$ cat src/logic/uopDecodePkg.sv
// ====================
// Encodings shared by the micro-op decode stage
// The opcode sits in the low seven bits of every word
// Credit counts assume a single sender and a single receiver
// ====================
`default_nettype none

package uopDecodePkg;

	// ====================
	// Field widths
	// ====================
	localparam int OPC_W = 7;
	localparam int REG_W = 6;
	localparam int FUNC_W = 7;
	localparam int IMM_FIELD_W = 13;
	localparam int IMM_W = 32;
	localparam int UNIT_W = 2;
	localparam int SIZE_W = 2;

	// One word, two readings; the register form keeps rs2 and func
	// where the immediate form keeps its 13-bit constant
	typedef union packed
	{
		struct packed
		{
			logic [FUNC_W-1:0] func;
			logic [REG_W-1:0] rs2;
			logic [REG_W-1:0] rs1;
			logic [REG_W-1:0] rd;
			logic [OPC_W-1:0] opcode;
		} asReg;
		struct packed
		{
			logic [IMM_FIELD_W-1:0] imm;
			logic [REG_W-1:0] rs1;
			logic [REG_W-1:0] rd;
			logic [OPC_W-1:0] opcode;
		} asImm;
	} uopWord;

	// ====================
	// Opcodes
	// ====================
	// Three-register ops, scalar then parallel, byte to octa
	localparam logic [OPC_W-1:0] OP_R3B = 7'h02;
	localparam logic [OPC_W-1:0] OP_R3W = 7'h03;
	localparam logic [OPC_W-1:0] OP_R3T = 7'h04;
	localparam logic [OPC_W-1:0] OP_R3O = 7'h05;
	localparam logic [OPC_W-1:0] OP_R3BP = 7'h0A;
	localparam logic [OPC_W-1:0] OP_R3WP = 7'h0B;
	localparam logic [OPC_W-1:0] OP_R3TP = 7'h0C;
	localparam logic [OPC_W-1:0] OP_R3OP = 7'h0D;
	// Parallel op at the native octa size
	localparam logic [OPC_W-1:0] OP_R3P = 7'h0E;
	// Immediate forms, always octa size
	localparam logic [OPC_W-1:0] OP_ADDI = 7'h20;
	localparam logic [OPC_W-1:0] OP_ANDI = 7'h21;
	localparam logic [OPC_W-1:0] OP_MULI = 7'h26;
	localparam logic [OPC_W-1:0] OP_MULUI = 7'h27;

	// Function codes of the register forms
	localparam logic [FUNC_W-1:0] FN_ADD = 7'h04;
	localparam logic [FUNC_W-1:0] FN_SUB = 7'h05;
	localparam logic [FUNC_W-1:0] FN_AND = 7'h08;
	localparam logic [FUNC_W-1:0] FN_OR = 7'h09;
	localparam logic [FUNC_W-1:0] FN_MUL = 7'h10;
	localparam logic [FUNC_W-1:0] FN_MULU = 7'h11;
	localparam logic [FUNC_W-1:0] FN_MULSU = 7'h12;

	// Execution units
	localparam logic [UNIT_W-1:0] UNIT_ALU = 2'd0;
	localparam logic [UNIT_W-1:0] UNIT_MUL = 2'd1;
	localparam logic [UNIT_W-1:0] UNIT_ILLEGAL = 2'd3;

	// Operand sizes
	localparam logic [SIZE_W-1:0] SZ_BYTE = 2'd0;
	localparam logic [SIZE_W-1:0] SZ_WYDE = 2'd1;
	localparam logic [SIZE_W-1:0] SZ_TETRA = 2'd2;
	localparam logic [SIZE_W-1:0] SZ_OCTA = 2'd3;

	// ====================
	// Queue and credit sizing
	// ====================
	localparam int QUEUE_DEPTH = 4;
	localparam int QPTR_W = $clog2(QUEUE_DEPTH);
	localparam int QCNT_W = $clog2(QUEUE_DEPTH + 1);
	localparam int OUT_CREDITS = 2;
	localparam int OCNT_W = $clog2(OUT_CREDITS + 1);

endpackage

`default_nettype wire

$ cat src/logic/decodeFieldsIf.sv
// ====================
// Decoded operand fields of one micro-op
// All signals are combinational from the producer
// ====================
`timescale 1ns/1ps
`default_nettype none

interface decodeFieldsIf import uopDecodePkg::*; ();

	// Register numbers where rs2 stays zero for immediate forms
	logic [REG_W-1:0] rd;
	logic [REG_W-1:0] rs1;
	logic [REG_W-1:0] rs2;
	// Extended immediate that stays zero for register forms
	logic [IMM_W-1:0] imm;
	logic [SIZE_W-1:0] size;
	logic parallel;
	logic hasImm;
	logic illegal;

	// The field decoder drives every field
	modport producer (output rd, rs1, rs2, imm, size, parallel, hasImm, illegal);

	// The decode stage only reads them
	modport consumer (input rd, rs1, rs2, imm, size, parallel, hasImm, illegal);

endinterface

`default_nettype wire

$ cat src/logic/uopQueue.sv
// ====================
// Four-entry input FIFO under an upstream credit loop
// The sender must never push without a credit
// A full queue with a push is not detected
// ====================
`timescale 1ns/1ps
`default_nettype none

module uopQueue import uopDecodePkg::*;
(
	input logic clk,
	input logic arstN,
	input logic inValid,
	input uopWord inUop,
	output logic inCredit,
	output logic headValid,
	output uopWord headUop,
	input logic pop
);

	// Storage and bookkeeping
	uopWord mem [QUEUE_DEPTH];
	logic [QPTR_W-1:0] wrPtr;
	logic [QPTR_W-1:0] rdPtr;
	logic [QCNT_W-1:0] count;
	logic popD;
	logic doPop;

	// A pop only counts when there is something to take
	assign doPop = pop && headValid;

	// ====================
	// Head of the queue
	// ====================
	// The oldest entry is shown without a register stage
	assign headValid = (count != '0);
	assign headUop = mem[rdPtr];

	// Payload storage, written at the write pointer
	always_ff @(posedge clk)
	begin
		if (inValid)
		begin
			mem[wrPtr] <= inUop;
		end
	end

	// ====================
	// Pointers and occupancy
	// ====================
	always_ff @(posedge clk or negedge arstN)
	begin
		if (!arstN)
		begin
			wrPtr <= '0;
			rdPtr <= '0;
			count <= '0;
			popD <= 1'b0;
		end
		else
		begin
			// Pointers wrap naturally since the depth is a power of two
			if (inValid)
			begin
				wrPtr <= wrPtr + 1'b1;
			end
			if (doPop)
			begin
				rdPtr <= rdPtr + 1'b1;
			end
			// Push and pop in one cycle leave the count unchanged
			count <= count + QCNT_W'(inValid) - QCNT_W'(doPop);
			// One credit goes back a cycle after each pop
			popD <= doPop;
		end
	end

	assign inCredit = popD;

endmodule

`default_nettype wire

$ cat src/logic/mulDecoder.sv
// ====================
// Multiply classification of one micro-op word
// Outputs are purely combinational
// ====================
`timescale 1ns/1ps
`default_nettype none

module mulDecoder import uopDecodePkg::*;
(
	input uopWord uop,
	output logic isMul,
	output logic isMulu,
	output logic isMulsu
);

	logic isR3;
	logic [FUNC_W-1:0] func;

	assign func = uop.asReg.func;

	// All nine three-register opcodes share one function field,
	// scalar and parallel alike
	always_comb
	begin
		case (uop.asReg.opcode)
			OP_R3B, OP_R3W, OP_R3T, OP_R3O: isR3 = 1'b1;
			OP_R3BP, OP_R3WP, OP_R3TP, OP_R3OP: isR3 = 1'b1;
			OP_R3P: isR3 = 1'b1;
			default: isR3 = 1'b0;
		endcase
	end

	// Unsigned multiply comes from the immediate opcode or the
	// register function code
	assign isMulu = (uop.asImm.opcode == OP_MULUI) || (isR3 && func == FN_MULU);

	// Mixed-sign multiply only exists in register form
	assign isMulsu = isR3 && (func == FN_MULSU);

	// Every multiply flavour ends up on the multiply unit
	assign isMul = (uop.asImm.opcode == OP_MULI)
		|| (isR3 && func == FN_MUL)
		|| isMulu
		|| isMulsu;

endmodule

`default_nettype wire

$ cat src/logic/fieldDecoder.sv
// ====================
// Operand field extraction for one micro-op word
// Unknown opcodes and unknown register functions are flagged illegal
// Immediates of unsigned multiplies are zero-extended
// ====================
`timescale 1ns/1ps
`default_nettype none

module fieldDecoder import uopDecodePkg::*;
(
	input uopWord uop,
	input logic isMulu,
	decodeFieldsIf.producer fields
);

	logic regForm;
	logic immForm;
	logic funcKnown;
	logic [IMM_FIELD_W-1:0] immRaw;
	logic [IMM_W-1:0] immExt;

	// ====================
	// Size and lanes
	// ====================
	// Parallel flag and operand size come straight from the opcode
	always_comb
	begin
		case (uop.asReg.opcode)
			OP_R3B: {fields.parallel, fields.size} = {1'b0, SZ_BYTE};
			OP_R3W: {fields.parallel, fields.size} = {1'b0, SZ_WYDE};
			OP_R3T: {fields.parallel, fields.size} = {1'b0, SZ_TETRA};
			OP_R3O: {fields.parallel, fields.size} = {1'b0, SZ_OCTA};
			OP_R3BP: {fields.parallel, fields.size} = {1'b1, SZ_BYTE};
			OP_R3WP: {fields.parallel, fields.size} = {1'b1, SZ_WYDE};
			OP_R3TP: {fields.parallel, fields.size} = {1'b1, SZ_TETRA};
			OP_R3OP: {fields.parallel, fields.size} = {1'b1, SZ_OCTA};
			// Native parallel size is octa
			OP_R3P: {fields.parallel, fields.size} = {1'b1, SZ_OCTA};
			// Immediate forms and unknown opcodes read as scalar octa
			default: {fields.parallel, fields.size} = {1'b0, SZ_OCTA};
		endcase
	end

	// Which view of the word applies
	always_comb
	begin
		case (uop.asReg.opcode)
			OP_R3B, OP_R3W, OP_R3T, OP_R3O: {regForm, immForm} = 2'b10;
			OP_R3BP, OP_R3WP, OP_R3TP, OP_R3OP: {regForm, immForm} = 2'b10;
			OP_R3P: {regForm, immForm} = 2'b10;
			OP_ADDI, OP_ANDI, OP_MULI, OP_MULUI: {regForm, immForm} = 2'b01;
			default: {regForm, immForm} = 2'b00;
		endcase
	end

	// Only the seven defined function codes are legal
	always_comb
	begin
		case (uop.asReg.func)
			FN_ADD, FN_SUB, FN_AND, FN_OR: funcKnown = 1'b1;
			FN_MUL, FN_MULU, FN_MULSU: funcKnown = 1'b1;
			default: funcKnown = 1'b0;
		endcase
	end

	// ====================
	// Immediate extension
	// ====================
	assign immRaw = uop.asImm.imm;

	// Unsigned multiply takes the constant as unsigned, all others sign-extend
	assign immExt = isMulu ? {{(IMM_W - IMM_FIELD_W){1'b0}}, immRaw}
		: {{(IMM_W - IMM_FIELD_W){immRaw[IMM_FIELD_W-1]}}, immRaw};

	// rd and rs1 sit at the same place in both views
	assign fields.rd = uop.asReg.rd;
	assign fields.rs1 = uop.asReg.rs1;
	// The rs2 bits belong to the immediate in the other view
	assign fields.rs2 = regForm ? uop.asReg.rs2 : '0;
	assign fields.imm = immForm ? immExt : '0;
	assign fields.hasImm = immForm;

	// Legal means a known immediate opcode or a known register function
	assign fields.illegal = !(immForm || (regForm && funcKnown));

endmodule

`default_nettype wire

$ cat src/logic/decodeStage.sv
// ====================
// Decode stage under a downstream credit loop
// Pops the queue head whenever a credit is held
// The receiver must return one credit per consumed op
// ====================
`timescale 1ns/1ps
`default_nettype none

module decodeStage import uopDecodePkg::*;
(
	input logic clk,
	input logic arstN,
	input logic headValid,
	input uopWord headUop,
	output logic pop,
	input logic outCredit,
	output logic outValid,
	output logic [UNIT_W-1:0] unit,
	output logic [SIZE_W-1:0] size,
	output logic parallel,
	output logic hasImm,
	output logic isMulu,
	output logic isMulsu,
	output logic [REG_W-1:0] rd,
	output logic [REG_W-1:0] rs1,
	output logic [REG_W-1:0] rs2,
	output logic [IMM_W-1:0] imm
);

	// Combinational results for the word at the queue head
	logic decIsMul;
	logic decIsMulu;
	logic decIsMulsu;
	logic [UNIT_W-1:0] decUnit;

	// Downstream credits still held
	logic [OCNT_W-1:0] credits;

	decodeFieldsIf fieldsBus ();

	// ====================
	// Decoders
	// ====================
	mulDecoder i_mulDec
	(
		.uop(headUop),
		.isMul(decIsMul),
		.isMulu(decIsMulu),
		.isMulsu(decIsMulsu)
	);

	fieldDecoder i_fieldDec
	(
		.uop(headUop),
		.isMulu(decIsMulu),
		.fields(fieldsBus)
	);

	// Illegal wins over multiply, anything else goes to the ALU
	always_comb
	begin
		if (fieldsBus.illegal)
			decUnit = UNIT_ILLEGAL;
		else if (decIsMul)
			decUnit = UNIT_MUL;
		else
			decUnit = UNIT_ALU;
	end

	// ====================
	// Credit loop
	// ====================
	// Take the head as soon as there is one and a credit is held
	assign pop = headValid && (credits != '0);

	always_ff @(posedge clk or negedge arstN)
	begin
		if (!arstN)
		begin
			credits <= OCNT_W'(OUT_CREDITS);
			outValid <= 1'b0;
		end
		else
		begin
			// A credit returned in the pop cycle is counted as well
			credits <= credits - OCNT_W'(pop) + OCNT_W'(outCredit);
			// One cycle of valid per popped op
			outValid <= pop;
		end
	end

	// Decoded payload, held until the next pop
	always_ff @(posedge clk)
	begin
		if (pop)
		begin
			unit <= decUnit;
			size <= fieldsBus.size;
			parallel <= fieldsBus.parallel;
			hasImm <= fieldsBus.hasImm;
			isMulu <= decIsMulu;
			isMulsu <= decIsMulsu;
			rd <= fieldsBus.rd;
			rs1 <= fieldsBus.rs1;
			rs2 <= fieldsBus.rs2;
			imm <= fieldsBus.imm;
		end
	end

endmodule

`default_nettype wire

$ cat src/logic/decodeTop.sv
// ====================
// Micro-op decode top level
// inCredit and outCredit are single-cycle pulses
// The sender starts with four credits
// ====================
`timescale 1ns/1ps
`default_nettype none

module decodeTop import uopDecodePkg::*;
(
	input logic clk,
	input logic arstN,
	input logic inValid,
	input logic [31:0] inUop,
	output logic inCredit,
	input logic outCredit,
	output logic outValid,
	output logic [UNIT_W-1:0] unit,
	output logic [SIZE_W-1:0] size,
	output logic parallel,
	output logic hasImm,
	output logic isMulu,
	output logic isMulsu,
	output logic [REG_W-1:0] rd,
	output logic [REG_W-1:0] rs1,
	output logic [REG_W-1:0] rs2,
	output logic [IMM_W-1:0] imm
);

	// Queue head and the pop request between the two blocks
	logic headValid;
	uopWord headUop;
	logic pop;

	uopQueue i_queue
	(
		.clk(clk),
		.arstN(arstN),
		.inValid(inValid),
		.inUop(inUop),
		.inCredit(inCredit),
		.headValid(headValid),
		.headUop(headUop),
		.pop(pop)
	);

	decodeStage i_stage
	(
		.clk(clk),
		.arstN(arstN),
		.headValid(headValid),
		.headUop(headUop),
		.pop(pop),
		.outCredit(outCredit),
		.outValid(outValid),
		.unit(unit),
		.size(size),
		.parallel(parallel),
		.hasImm(hasImm),
		.isMulu(isMulu),
		.isMulsu(isMulsu),
		.rd(rd),
		.rs1(rs1),
		.rs2(rs2),
		.imm(imm)
	);

endmodule

`default_nettype wire

$ cat config.mk
export PLATFORM = sky130hd
export DESIGN_NAME = decodeTop
export DESIGN_NICKNAME = d
export VERILOG_FILES = /design/src/logic/uopDecodePkg.sv /design/src/logic/decodeFieldsIf.sv /design/src/logic/uopQueue.sv /design/src/logic/mulDecoder.sv /design/src/logic/fieldDecoder.sv /design/src/logic/decodeStage.sv /design/src/logic/decodeTop.sv
export SDC_FILE = /design/constraint.sdc
export NUM_CORES = 1
export LEC_CHECK = 0
export BUFFER_PORTS_ARGS = -buffer_cell sky130_fd_sc_hd__buf_2
export CAP_MARGIN = 10
export CELL_PAD_IN_SITES_DETAIL_PLACEMENT = 0
export CELL_PAD_IN_SITES_GLOBAL_PLACEMENT = 1
export CORE_AREA = 4 4 97 144
export CTS_BUF_LIST = sky130_fd_sc_hd__clkbuf_2
export DETAILED_ROUTE_END_ITERATION = 10
export DIE_AREA = 0 0 101 148
export PLACE_DENSITY_LB_ADDON = 0.1
export SLEW_MARGIN = 15
export SYNTH_ARGS = -nofsm -noshare
export SYNTH_HDL_FRONTEND = slang
export SYNTH_SLANG_ARGS = --single-unit
$ cat constraint.sdc
create_clock -name clk -period 6.3 [get_ports clk]
set_input_delay 1.26 -clock clk [delete_from_list [all_inputs] [get_ports clk]]
set_output_delay 1.26 -clock clk [all_outputs]
set_load 0.01 [all_outputs]
==> flow_metrics.env, run 1 <==
export IMPL_fp_dieW_um=101
export IMPL_synth_commonest_cells="168 x edfxtp_1, 21 x mux4_2, 19 x buf_4"
export IMPL_dpl_cell_area_um2=7361
export IMPL_p_switching_mw=1.120
export IMPL_synthArstFlopShare_pct=5.618
export IMPL_io_buffers=95
export IMPL_swShare_pct=31.67
export IMPL_synth_top_cell_area_share_pct=73.58
export IMPL_pwr_density_cell_nw_per_um2=462.8
export IMPL_grt_ovfl_total=0
export IMPL_syn_avg_cell_area_um2=21.03
export IMPL_seqPwrFrac_pct=50.8
export IMPL_die_height_um=148
export IMPL_drv_slew=0
export IMPL_start_util_pct=54.53
export IMPL_ff_latch_area_um2=5298
export IMPL_r2r_cells=7
export IMPL_place_gp_congestion=0.6859
export IMPL_crit_end="i_stage.unit[1]"
export IMPL_finalCritPeriodShare_pct=49.40
export IMPL_status="complete, no violations"
export IMPL_crit_path_end_kind="flop"
export IMPL_reg2reg_from="i_queue.rdPtr[0]"
export IMPL_grt_pass1_wl_mm=17.51
export IMPL_fin_util_pct=60.75
export IMPL_drt_wl_total_mm=10.84
export IMPL_worst_pin_slew_ns=0.9364
export IMPL_cts_setup_buffers=0
export IMPL_report_final_hold_viol_count=0
export IMPL_fin_skew_ns=0.03749
export IMPL_top_level_ports=96
export IMPL_netlist_area_um2=6857
export IMPL_core_area_um2=12570
export IMPL_drtAntennaViolNets=0
export IMPL_worstPathRequired_ns=6.73
export IMPL_antenna_found_initial=1
export IMPL_num_vias=3159
export IMPL_fillers=940
export IMPL_htree_levels=4
export IMPL_wl_per_cell_um=18.56
export IMPL_num_rows=50
export IMPL_synth_area_leader_cell="edfxtp_1"
export IMPL_timing_max_slew_rel_slack_pct=37.58
export IMPL_ys_seq_elements=178
export IMPL_worstPathArrival_ns=3.55
export IMPL_hp_class="input pin to asynchronous set/reset pin"
export IMPL_synth_most_common_cell="edfxtp_1"
export IMPL_setup_violations=0
export IMPL_p_leak_nw=2.854
export IMPL_drt_iter0_drc=193
export IMPL_clock_sinks=178
export IMPL_die_area_um2=14950
export IMPL_cts_buffer_depth=2
export IMPL_grt_usage_pct=15.73
export IMPL_ctsResizeCount=0
export IMPL_syn_nets=372
export IMPL_syn_to_final_growth_pct=11.41
export IMPL_nNetsFinal=461
export IMPL_cp_max_fo=21
export IMPL_yosysWarnings=0
export IMPL_fin_tns_setup_ns=0
export IMPL_irDropWorstVdd_uv=237.0
export IMPL_max_freq_ghz=0.3213
export IMPL_path_clk_slew_ns=0.23
export IMPL_postSynthCellCount=326
export IMPL_synth_cell_type_count=37
export IMPL_combPwrFrac_pct=31.5
export IMPL_drtPass1Iterations=6
export IMPL_synth_edf_count=168
export IMPL_cts_hold_buf=0
export IMPL_final_cell_area_um2=7639
export IMPL_multiInputGateArea_um2=1329
export IMPL_post_dp_hpwl_mm=6.869
export IMPL_first_global_vias=3384
export IMPL_drc=0
export IMPL_clock_latency_ns=0.67
export IMPL_drive_gt1_share_pct=37.94
export IMPL_synth_area_top_cells="edfxtp_1 74%, mux4_2 6.9%, mux4_1 3.8%"
export IMPL_worstSetupPathType="flop to flop"
export IMPL_drv_cap=0
export IMPL_p_int_mw=2.415
export IMPL_cts_tree="built"
export IMPL_numCtsBuffers=17
export IMPL_synth_ff_type="edfxtp_1"
export IMPL_via_per_inst=5.409
export IMPL_timing_rr_end="i_stage.unit[1]"
export IMPL_clock_root_buffer="clkbuf_2"
export IMPL_critPathLaunchType="flop"
export IMPL_fin_crit_ns=3.112
export IMPL_crit_start="i_queue.rdPtr[0]"
export IMPL_pwr_share_clk_pct=17.7
export IMPL_r2r_slack_ns=3.19
export IMPL_grt_max_degree=45
export IMPL_rsz0062_at_grt="false"
export IMPL_synth_seq_area_share_pct=77.24
placed cells by master (no fill, tap or decap), types with 4 or more instances in the layout:
master / synthesis / routed
edfxtp_1: 168 / 168
buf_2: 4 / 95
mux4_2: 21 / 21
clkbuf_2: 0 / 18
and3_1: 13 / 13
inv_1: 11 / 11
mux4_1: 10 / 10
nor2_1: 9 / 9
ha_1: 9 / 9
dfrtp_1: 9 / 8
and2_1: 11 / 7
xnor2_1: 6 / 6
nand2_1: 5 / 5
and2_2: 0 / 4
bufinv_16: 0 / 4
sequential cells by signal (all words and copies together) (netlist names):
register          cells
i_stage.isMulu        1
i_queue.rdPtr         2
i_queue.count         3
i_stage.rd            6
i_stage.parallel      1
i_stage.unit          2
i_stage.size          2
i_stage.hasImm        1
i_stage.credits       2
i_stage.isMulsu       1
i_queue.inCredit      1
i_stage.rs2           6
i_stage.rs1           6
i_queue.wrPtr         2
i_queue.mem         128
i_stage.imm          14
final cells by class:
type | instances | area share [%]
antenna | 1 | 0.03276
clock buffer | 18 | 1.179
clock inverter | 13 | 2.424
inverter | 11 | 0.5405
multi-input combinational | 109 | 17.40
sequential | 178 | 69.35
tap | 156 | 2.555
timing repair buffer | 98 | 6.519
metal layers:
metal	vias up	share of wire, %	global-route usage (%)	routed length, um
li1	1453	-	-	-
met4	0	0.54	4.790	59
met2	99	56	27.61	6053
met1	1605	38	18.53	4146
met3	2	5.4	4.627	581
met5	-	0	0	0
logic make-up (layout without fill, tap and decap cells):
| family | count (synthesis) | in the layout | synth area share [%] |
|---|---|---|---|
| AO/OA/AOI/OAI | 8 | 8 | 1.004 |
| XOR/XNOR | 9 | 9 | 1.150 |
| adder cells (fa/ha/maj) | 10 | 10 | 1.934 |
| buffers and inverters | 39 | 140 | 3.467 |
| flip-flops | 178 | 178 | 77.24 |
| multiplexers | 31 | 31 | 10.73 |
| other | 0 | 1 | 0 |
| AND/OR/NAND/NOR | 51 | 51 | 4.471 |
metrics by stage:
step	instances	setup WS, ns	hold slack, ns	power (mW)
finish	584	3.188	0.4144	3.535
global route	584	2.795	0.2873	3.774
detailed placement	552	3.099	0.5248	2.977
global placement	552	3.133	0.5182	2.953
floorplan	326	3.348	0.4914	2.656
CTS	583	3.093	0.3219	3.600
worst min path at each step:
stage	depth (start not counted)	slack [ns]	end	from
after floorplan	1	0.49	i_queue.wrPtr[0]	i_queue.wrPtr[0]
after global placement	1	0.52	i_queue.wrPtr[0]	i_queue.wrPtr[0]
after detailed placement	1	0.52	i_queue.wrPtr[0]	i_queue.wrPtr[0]
after CTS	1	0.32	i_queue.count[1]	arstN
after global routing	1	0.29	i_queue.count[1]	arstN
final	1	0.41	i_queue.count[1]	arstN
power groups by stage:
stage | Combinational (mW) | Clock (mW) | Sequential (mW)
after detailed placement | 1.14 | 0 | 1.83
after CTS | 1.14 | 0.651 | 1.81
final | 1.11 | 0.624 | 1.80
after global placement | 1.13 | 0 | 1.82
after global routing | 1.23 | 0.710 | 1.83
after floorplan | 0.796 | 0 | 1.86
critical path, cell delays in order (launching register included):
cell and delay (ns):
dfrtp_2 0.67, buf_4 0.43, mux4_2 0.63, ha_1 0.45, nor2_1 0.18, a21oi_2 0.06, nor2_1 0.33, a21oi_1 0.11
No activity file was read; power rests on OpenSTA's default activity.
==> run 2: changes to the inputs <==
--- a/config.mk
+++ b/config.mk
@@ -9,10 +9,10 @@
 export CAP_MARGIN = 10
 export CELL_PAD_IN_SITES_DETAIL_PLACEMENT = 0
 export CELL_PAD_IN_SITES_GLOBAL_PLACEMENT = 1
-export CORE_AREA = 4 4 97 144
+export CORE_AREA = 4 4 105 157
 export CTS_BUF_LIST = sky130_fd_sc_hd__clkbuf_2
 export DETAILED_ROUTE_END_ITERATION = 10
-export DIE_AREA = 0 0 101 148
+export DIE_AREA = 0 0 109 161
 export PLACE_DENSITY_LB_ADDON = 0.1
 export SLEW_MARGIN = 15
 export SYNTH_ARGS = -nofsm -noshare
==> constraint.sdc (replaced) <==
create_clock -name clk -period 2.7 [get_ports clk]
set_input_delay 0.54 -clock clk [delete_from_list [all_inputs] [get_ports clk]]
set_output_delay 0.54 -clock clk [all_outputs]
set_load 0.01 [all_outputs]
==> run 2 against run 1 <==
  * Total power rose by 130%
  * Maximum frequency grew 34%
  * Clock-buffer cell count down 1
  * Final cell count increased by 14%
  * Via count increased by 3.8%
  * Setup slack got worse by 2.8 ns
  * Critical endpoint is now i_stage.unit[0]
==> flow_metrics.env, run 2 (synthesized netlist as in run 1, its figures left out) <==
export IMPL_ctsResizeCount=0
export IMPL_final_cell_mix="168 x edfxtp_1, 95 x buf_2, 33 x dlygate4sd3_1"
export IMPL_fin_tns_setup_ns=0
export IMPL_num_rows=55
export IMPL_via_per_inst=4.907
export IMPL_status="complete, no violations"
export IMPL_drt_iter0_drc=86
export IMPL_antenna_found_initial=1
export IMPL_worstSetupPathType="flop to flop"
export IMPL_crit_family="multiplexers"
export IMPL_instances_no_fill=668
export IMPL_cp_slowest_cell="mux4_1"
export IMPL_top_regs="i_queue.mem x128, i_stage.imm x14"
export IMPL_cts_setup_buffers=0
export IMPL_cp_max_fo=15
export IMPL_path_cells="buf_4 > mux4_1 > xor2_1 > nand3_1 > nor3_1 > o221ai_1"
export IMPL_drv_slew=0
export IMPL_grt_ovfl_total=0
export IMPL_setup_violations=0
export IMPL_syn_to_final_growth_pct=17.68
export IMPL_drtPass1Iterations=4
export IMPL_drc=0
export IMPL_nNetsFinal=501
export IMPL_crit_path_max_incr_delay_ns=0.68
export IMPL_fp_dieW_um=109
export IMPL_p_leak_nw=3.028
export IMPL_fillers=1234
export IMPL_die_height_um=161
export IMPL_num_vias=3278
export IMPL_numCtsBuffers=17
export IMPL_htree_levels=4
export IMPL_top_level_ports=96
export IMPL_wl_per_cell_um=16.95
export IMPL_max_freq_ghz=0.4304
export IMPL_drtAntennaViolNets=0
export IMPL_pwr_density_cell_nw_per_um2=1022
export IMPL_drv_cap=0
export IMPL_hp_class="input pin to flop"
export IMPL_post_place_cells=602
export IMPL_path_clk_slew_ns=0.25
export IMPL_top_register="i_queue.mem"
export IMPL_finalCritPeriodShare_pct=86.05
export IMPL_largest_reg_flops=128
export IMPL_critPathBufInv=1
export IMPL_worst_pin_slew_ns=0.6038
export IMPL_clock_latency_ns=0.69
export IMPL_worstPathRequired_ns=3.16
export IMPL_worstPathArrival_ns=2.78
export IMPL_layout_commonest_cell="edfxtp_1"
export IMPL_cts_buffer_depth=2
export IMPL_drt_wl_total_mm=11.32
export IMPL_place_gp_congestion=0.7330
export IMPL_first_global_vias=3476
export IMPL_die_area_um2=17550
export IMPL_crit_path_end_kind="flop"
export IMPL_grt_pass1_wl_mm=18.04
export IMPL_cts_tree="built"
export IMPL_rsz0062_at_grt="false"
export IMPL_fin_skew_ns=0.03273
export IMPL_report_final_hold_viol_count=0
export IMPL_timing_max_slew_rel_slack_pct=59.74
export IMPL_setup_ws_ns=0.3767
export IMPL_grt_max_degree=45
export IMPL_fin_crit_ns=2.323
export IMPL_io_buffers=95
export IMPL_irDropWorstVdd_uv=803.2
export IMPL_post_dp_hpwl_mm=7.368
export IMPL_fin_util_pct=53.54
export IMPL_cts_hold_buf=32
export IMPL_clock_sinks=178
export IMPL_start_util_pct=45.50
export IMPL_grt_usage_pct=13.76
export IMPL_drive_gt1_share_pct=36.97
export IMPL_core_area_um2=15070
export IMPL_critPathLaunchType="flop"
export IMPL_clock_root_buffer="clkbuf_2"
export IMPL_place_ws_ns=0.3830
==> run 2: cell types whose count changed in the layout (fill, tap and decap cells not counted), moves of 2 or more <==
cell / change
bufinv_16: -3
inv_8: +3
buf_12: +2
clkinv_1: -3
inv_6: +6
dlygate4sd3_1: +33
buf_4: +5
==> run 2: final timing paths <==
path                       slack [ns]             start                 end  cells after the start
max reg2reg                      0.38  i_queue.rdPtr[0]     i_stage.unit[0]                      6
min                              0.11         inUop[31]  i_queue.mem[2][31]                      1
max in group asynchronous        2.23             arstN  i_stage.credits[1]                      2
min reg2reg                      0.55  i_queue.wrPtr[0]    i_queue.wrPtr[0]                      1
max                              0.38  i_queue.rdPtr[0]     i_stage.unit[0]                      6
min in group asynchronous        0.21             arstN    i_queue.rdPtr[1]                      2
==> run 2: layout make-up <==
class	instances	area (um2)	share of cell area, %
Sequential cell	178	5298	65.65
Multi-Input combinational cell	109	1329	16.47
Timing Repair Buffer	138	905.9	11.23
Tap cell	199	249.0	3.086
Clock inverter	15	158.9	1.969
Clock buffer	17	85.08	1.054
Inverter	11	41.29	0.5117
Antenna cell	1	2.502	0.03101
==> run 2: stage by stage <==
| stage | total power, mW | instance area [um2] | hold WS [ns] |
|---|---|---|---|
| 2_1_floorplan | 6.190 | 6858 | 0.2444 |
| 4_1_cts | 8.414 | 8056 | 0.01852 |
| 6_report | 8.249 | 8069 | 0.1080 |
| 3_3_place_gp | 6.981 | 7492 | 0.4185 |
| 3_5_place_dp | 7.035 | 7492 | 0.4266 |
| 5_1_grt | 8.856 | 8069 | 0.001169 |
==> run 2: report_power, final <==
| group | internal, mW | switching [mW] |
|---|---|---|
| clock | 0.385 | 0.962 |
| combinational | 1.19 | 1.56 |
| sequential | 3.93 | 0.226 |
| total | 5.51 | 2.74 |
==> run 2: worst register-to-register path, cell delays in order (launching register included) <==
cell,delay (ns)
dfrtp_2,0.53
buf_4,0.32
mux4_1,0.69
xor2_1,0.18
nand3_1,0.11
nor3_1,0.14
o221ai_1,0.13
==> run 2: per-layer routing <==
layer / track usage, % / vias up / share of wire (%)
li1: - / 1538 / -
met1: 16.44 / 1635 / 40
met2: 23.97 / 100 / 53
met3: 3.479 / 5 / 5.8
met4: 4.652 / 0 / 1.0
met5: 0 / - / 0
==> run 3: changes to the inputs <==
--- a/config.mk
+++ b/config.mk
@@ -9,10 +9,11 @@
 export CAP_MARGIN = 10
 export CELL_PAD_IN_SITES_DETAIL_PLACEMENT = 0
 export CELL_PAD_IN_SITES_GLOBAL_PLACEMENT = 1
-export CORE_AREA = 4 4 105 157
+export CORE_AREA = 4 4 92 180
 export CTS_BUF_LIST = sky130_fd_sc_hd__clkbuf_2
 export DETAILED_ROUTE_END_ITERATION = 10
-export DIE_AREA = 0 0 109 161
+export DIE_AREA = 0 0 96 184
+export GPL_TIMING_DRIVEN = 0
 export PLACE_DENSITY_LB_ADDON = 0.1
 export SLEW_MARGIN = 15
 export SYNTH_ARGS = -nofsm -noshare
==> run 3 against run 2 <==
  * Hold slack got worse by 0.0016 ns
  * Critical endpoint is now i_stage.unit[1]
  * Clock-buffer cell count stayed put
  * Sequential share of layout area shrank 1.7 points
  * Global-route usage is 0.97 points higher
  * Register-to-register slack worse by 0.21 ns
  * Utilization increased by 0.57 points
  * Final cell count rose by 3.3%
  * Critical path depth increased by 2
  * Highest routed layer unchanged
  * Largest power group unchanged
==> flow_metrics.env, run 3 (synthesized netlist as in run 1, its figures left out) <==
export IMPL_drc=0
export IMPL_drtAntennaViolNets=0
export IMPL_clock_root_buffer="clkbuf_2"
export IMPL_post_dp_hpwl_mm=7.983
export IMPL_num_rows=64
export IMPL_fp_dieW_um=96
export IMPL_clock_sinks=178
export IMPL_largest_reg_flops=128
export IMPL_irDropWorstVdd_uv=755.8
export IMPL_crit_path_end_kind="flop"
export IMPL_grt_ovfl_total=0
export IMPL_die_height_um=184
export IMPL_cts_setup_buffers=0
export IMPL_grt_pass1_wl_mm=18.75
export IMPL_place_gp_congestion=0.8234
export IMPL_die_area_um2=17660
export IMPL_drive_gt1_share_pct=38.90
export IMPL_fin_skew_ns=0.03618
export IMPL_numCtsBuffers=17
export IMPL_core_area_um2=15290
export IMPL_top_regs="i_queue.mem x128, i_stage.imm x14"
export IMPL_max_freq_ghz=0.3950
export IMPL_report_final_hold_viol_count=0
export IMPL_setup_violations=0
export IMPL_cts_tree="built"
export IMPL_drt_wl_total_mm=11.75
export IMPL_drv_cap=0
export IMPL_cpMostUsedCell="nor2_1"
export IMPL_clock_latency_ns=0.70
export IMPL_cp_slowest_cell="mux4_2"
export IMPL_via_per_inst=4.845
export IMPL_fin_tns_setup_ns=0
export IMPL_critPathLaunchType="flop"
export IMPL_cts_buffer_depth=2
export IMPL_htree_levels=4
export IMPL_path_cells="buf_6 > mux4_2 > inv_1 > ha_1 > nor2_1 > a21oi_2 > nor2_1 > a21oi_1"
export IMPL_num_vias=3343
export IMPL_timing_max_slew_rel_slack_pct=58.47
export IMPL_finalCritPeriodShare_pct=93.75
export IMPL_grt_usage_pct=14.73
export IMPL_top_register="i_queue.mem"
export IMPL_layout_commonest_cell="edfxtp_1"
export IMPL_first_global_vias=3516
export IMPL_rsz0062_at_grt="false"
export IMPL_drt_iter0_drc=147
export IMPL_final_cell_mix="168 x edfxtp_1, 99 x buf_2, 34 x dlygate4sd3_1"
export IMPL_crit_path_max_incr_delay_ns=0.60
export IMPL_pwr_density_cell_nw_per_um2=1023
export IMPL_worstSetupPathType="flop to flop"
export IMPL_worstPathRequired_ns=3.15
export IMPL_start_util_pct=44.83
export IMPL_antenna_found_initial=1
export IMPL_status="complete, no violations"
export IMPL_path_clk_slew_ns=0.25
export IMPL_hold_slack_ns=0.1063
export IMPL_wl_per_cell_um=17.03
export IMPL_grt_max_degree=46
export IMPL_worstPathArrival_ns=2.98
export IMPL_io_buffers=95
export IMPL_drv_slew=0
export IMPL_p_leak_nw=3.146
export IMPL_hp_class="input pin to flop"
export IMPL_worst_pin_slew_ns=0.6230
export IMPL_syn_to_final_growth_pct=20.69
export IMPL_top_level_ports=96
export IMPL_drtPass1Iterations=5
export IMPL_nNetsFinal=524
export IMPL_fin_crit_ns=2.531
export IMPL_cp_max_fo=7
## run 3: changes by cell type in the layout (fill, tap and decap cells not counted), sizes merged
cell         delta
clkbuf          +2
clkinv          +1
dlygate4sd3     +1
bufinv          -1
buf            +20
## run 3: path summary, 6_finish.rpt
path                                   from  slack (ns)  depth (start not counted)                 end
max                        i_queue.rdPtr[0]        0.17                          8     i_stage.unit[1]
min                                 inValid        0.11                          2    i_queue.wrPtr[0]
max reg2reg                i_queue.rdPtr[0]        0.17                          8     i_stage.unit[1]
min reg2reg                i_queue.wrPtr[0]        0.55                          1    i_queue.wrPtr[0]
max in group asynchronous             arstN        2.24                          2  i_stage.credits[1]
min in group asynchronous             arstN        0.22                          2  i_stage.credits[0]
## run 3: per-stage QoR
step | utilization, % | std cells | cell area [um2] | worst slack, ns | power, mW
finish | 54.11 | 690 | 8275 | 0.1686 | 8.469
global route | 54.11 | 690 | 8275 | 0.06182 | 9.085
CTS | 54.02 | 688 | 8263 | 0.1296 | 8.642
detailed placement | 50.22 | 623 | 7681 | -0.05632 | 7.299
global placement | 49.57 | 619 | 7581 | -0.0002702 | 7.149
floorplan | - | 326 | 6858 | 0.2884 | 6.190
## run 3: layout make-up
| cell class | instances | area [um2] |
|---|---|---|
| tap | 198 | 247.7 |
| buffer | 28 | 196.4 |
| clock buffer | 17 | 85.08 |
| multi-input combinational | 109 | 1340 |
| clock inverter | 15 | 155.1 |
| fill | 1245 | 7019 |
| inverter | 11 | 41.29 |
| sequential | 178 | 5296 |
| timing repair buffer | 133 | 910.9 |
| antenna | 1 | 2.502 |
## run 3: timing repair
| item | in CTS | in global routing |
|---|---|---|
| gates resized for setup | 1 | 0 |
| endpoints found under the hold margin | 132 | 4 |
| endpoints found under the setup margin | 1 | 0 |
| hold buffers | 33 | 1 |
## run 3: critical path, delay by kind of cell (launching register included)
family	cells	cell delay, ns
DFF	1	0.40
buffers and inverters	2	0.23
adders and majority gates	1	0.32
and+or+nand+nor	2	0.57
muxes	1	0.60
AOI/OAI and AO/OA	2	0.18
## run 3: per-layer routing
metal / track usage, % / up-vias / routed length, um
met5: 0 / - / 0
met4: 5.758 / 0 / 328
met3: 3.933 / 20 / 583
met2: 26.92 / 96 / 6799
met1: 15.59 / 1641 / 4038
li1: - / 1586 / -
## run 3: where the power goes
| part | leakage [nW] | internal (mW) | switching (mW) | total, mW |
|---|---|---|---|---|
| registers | 1.70 | 3.93 | 0.216 | 4.14 |
| logic | 1.30 | 1.37 | 1.66 | 3.03 |
| clock network | 0.150 | 0.310 | 0.987 | 1.30 |
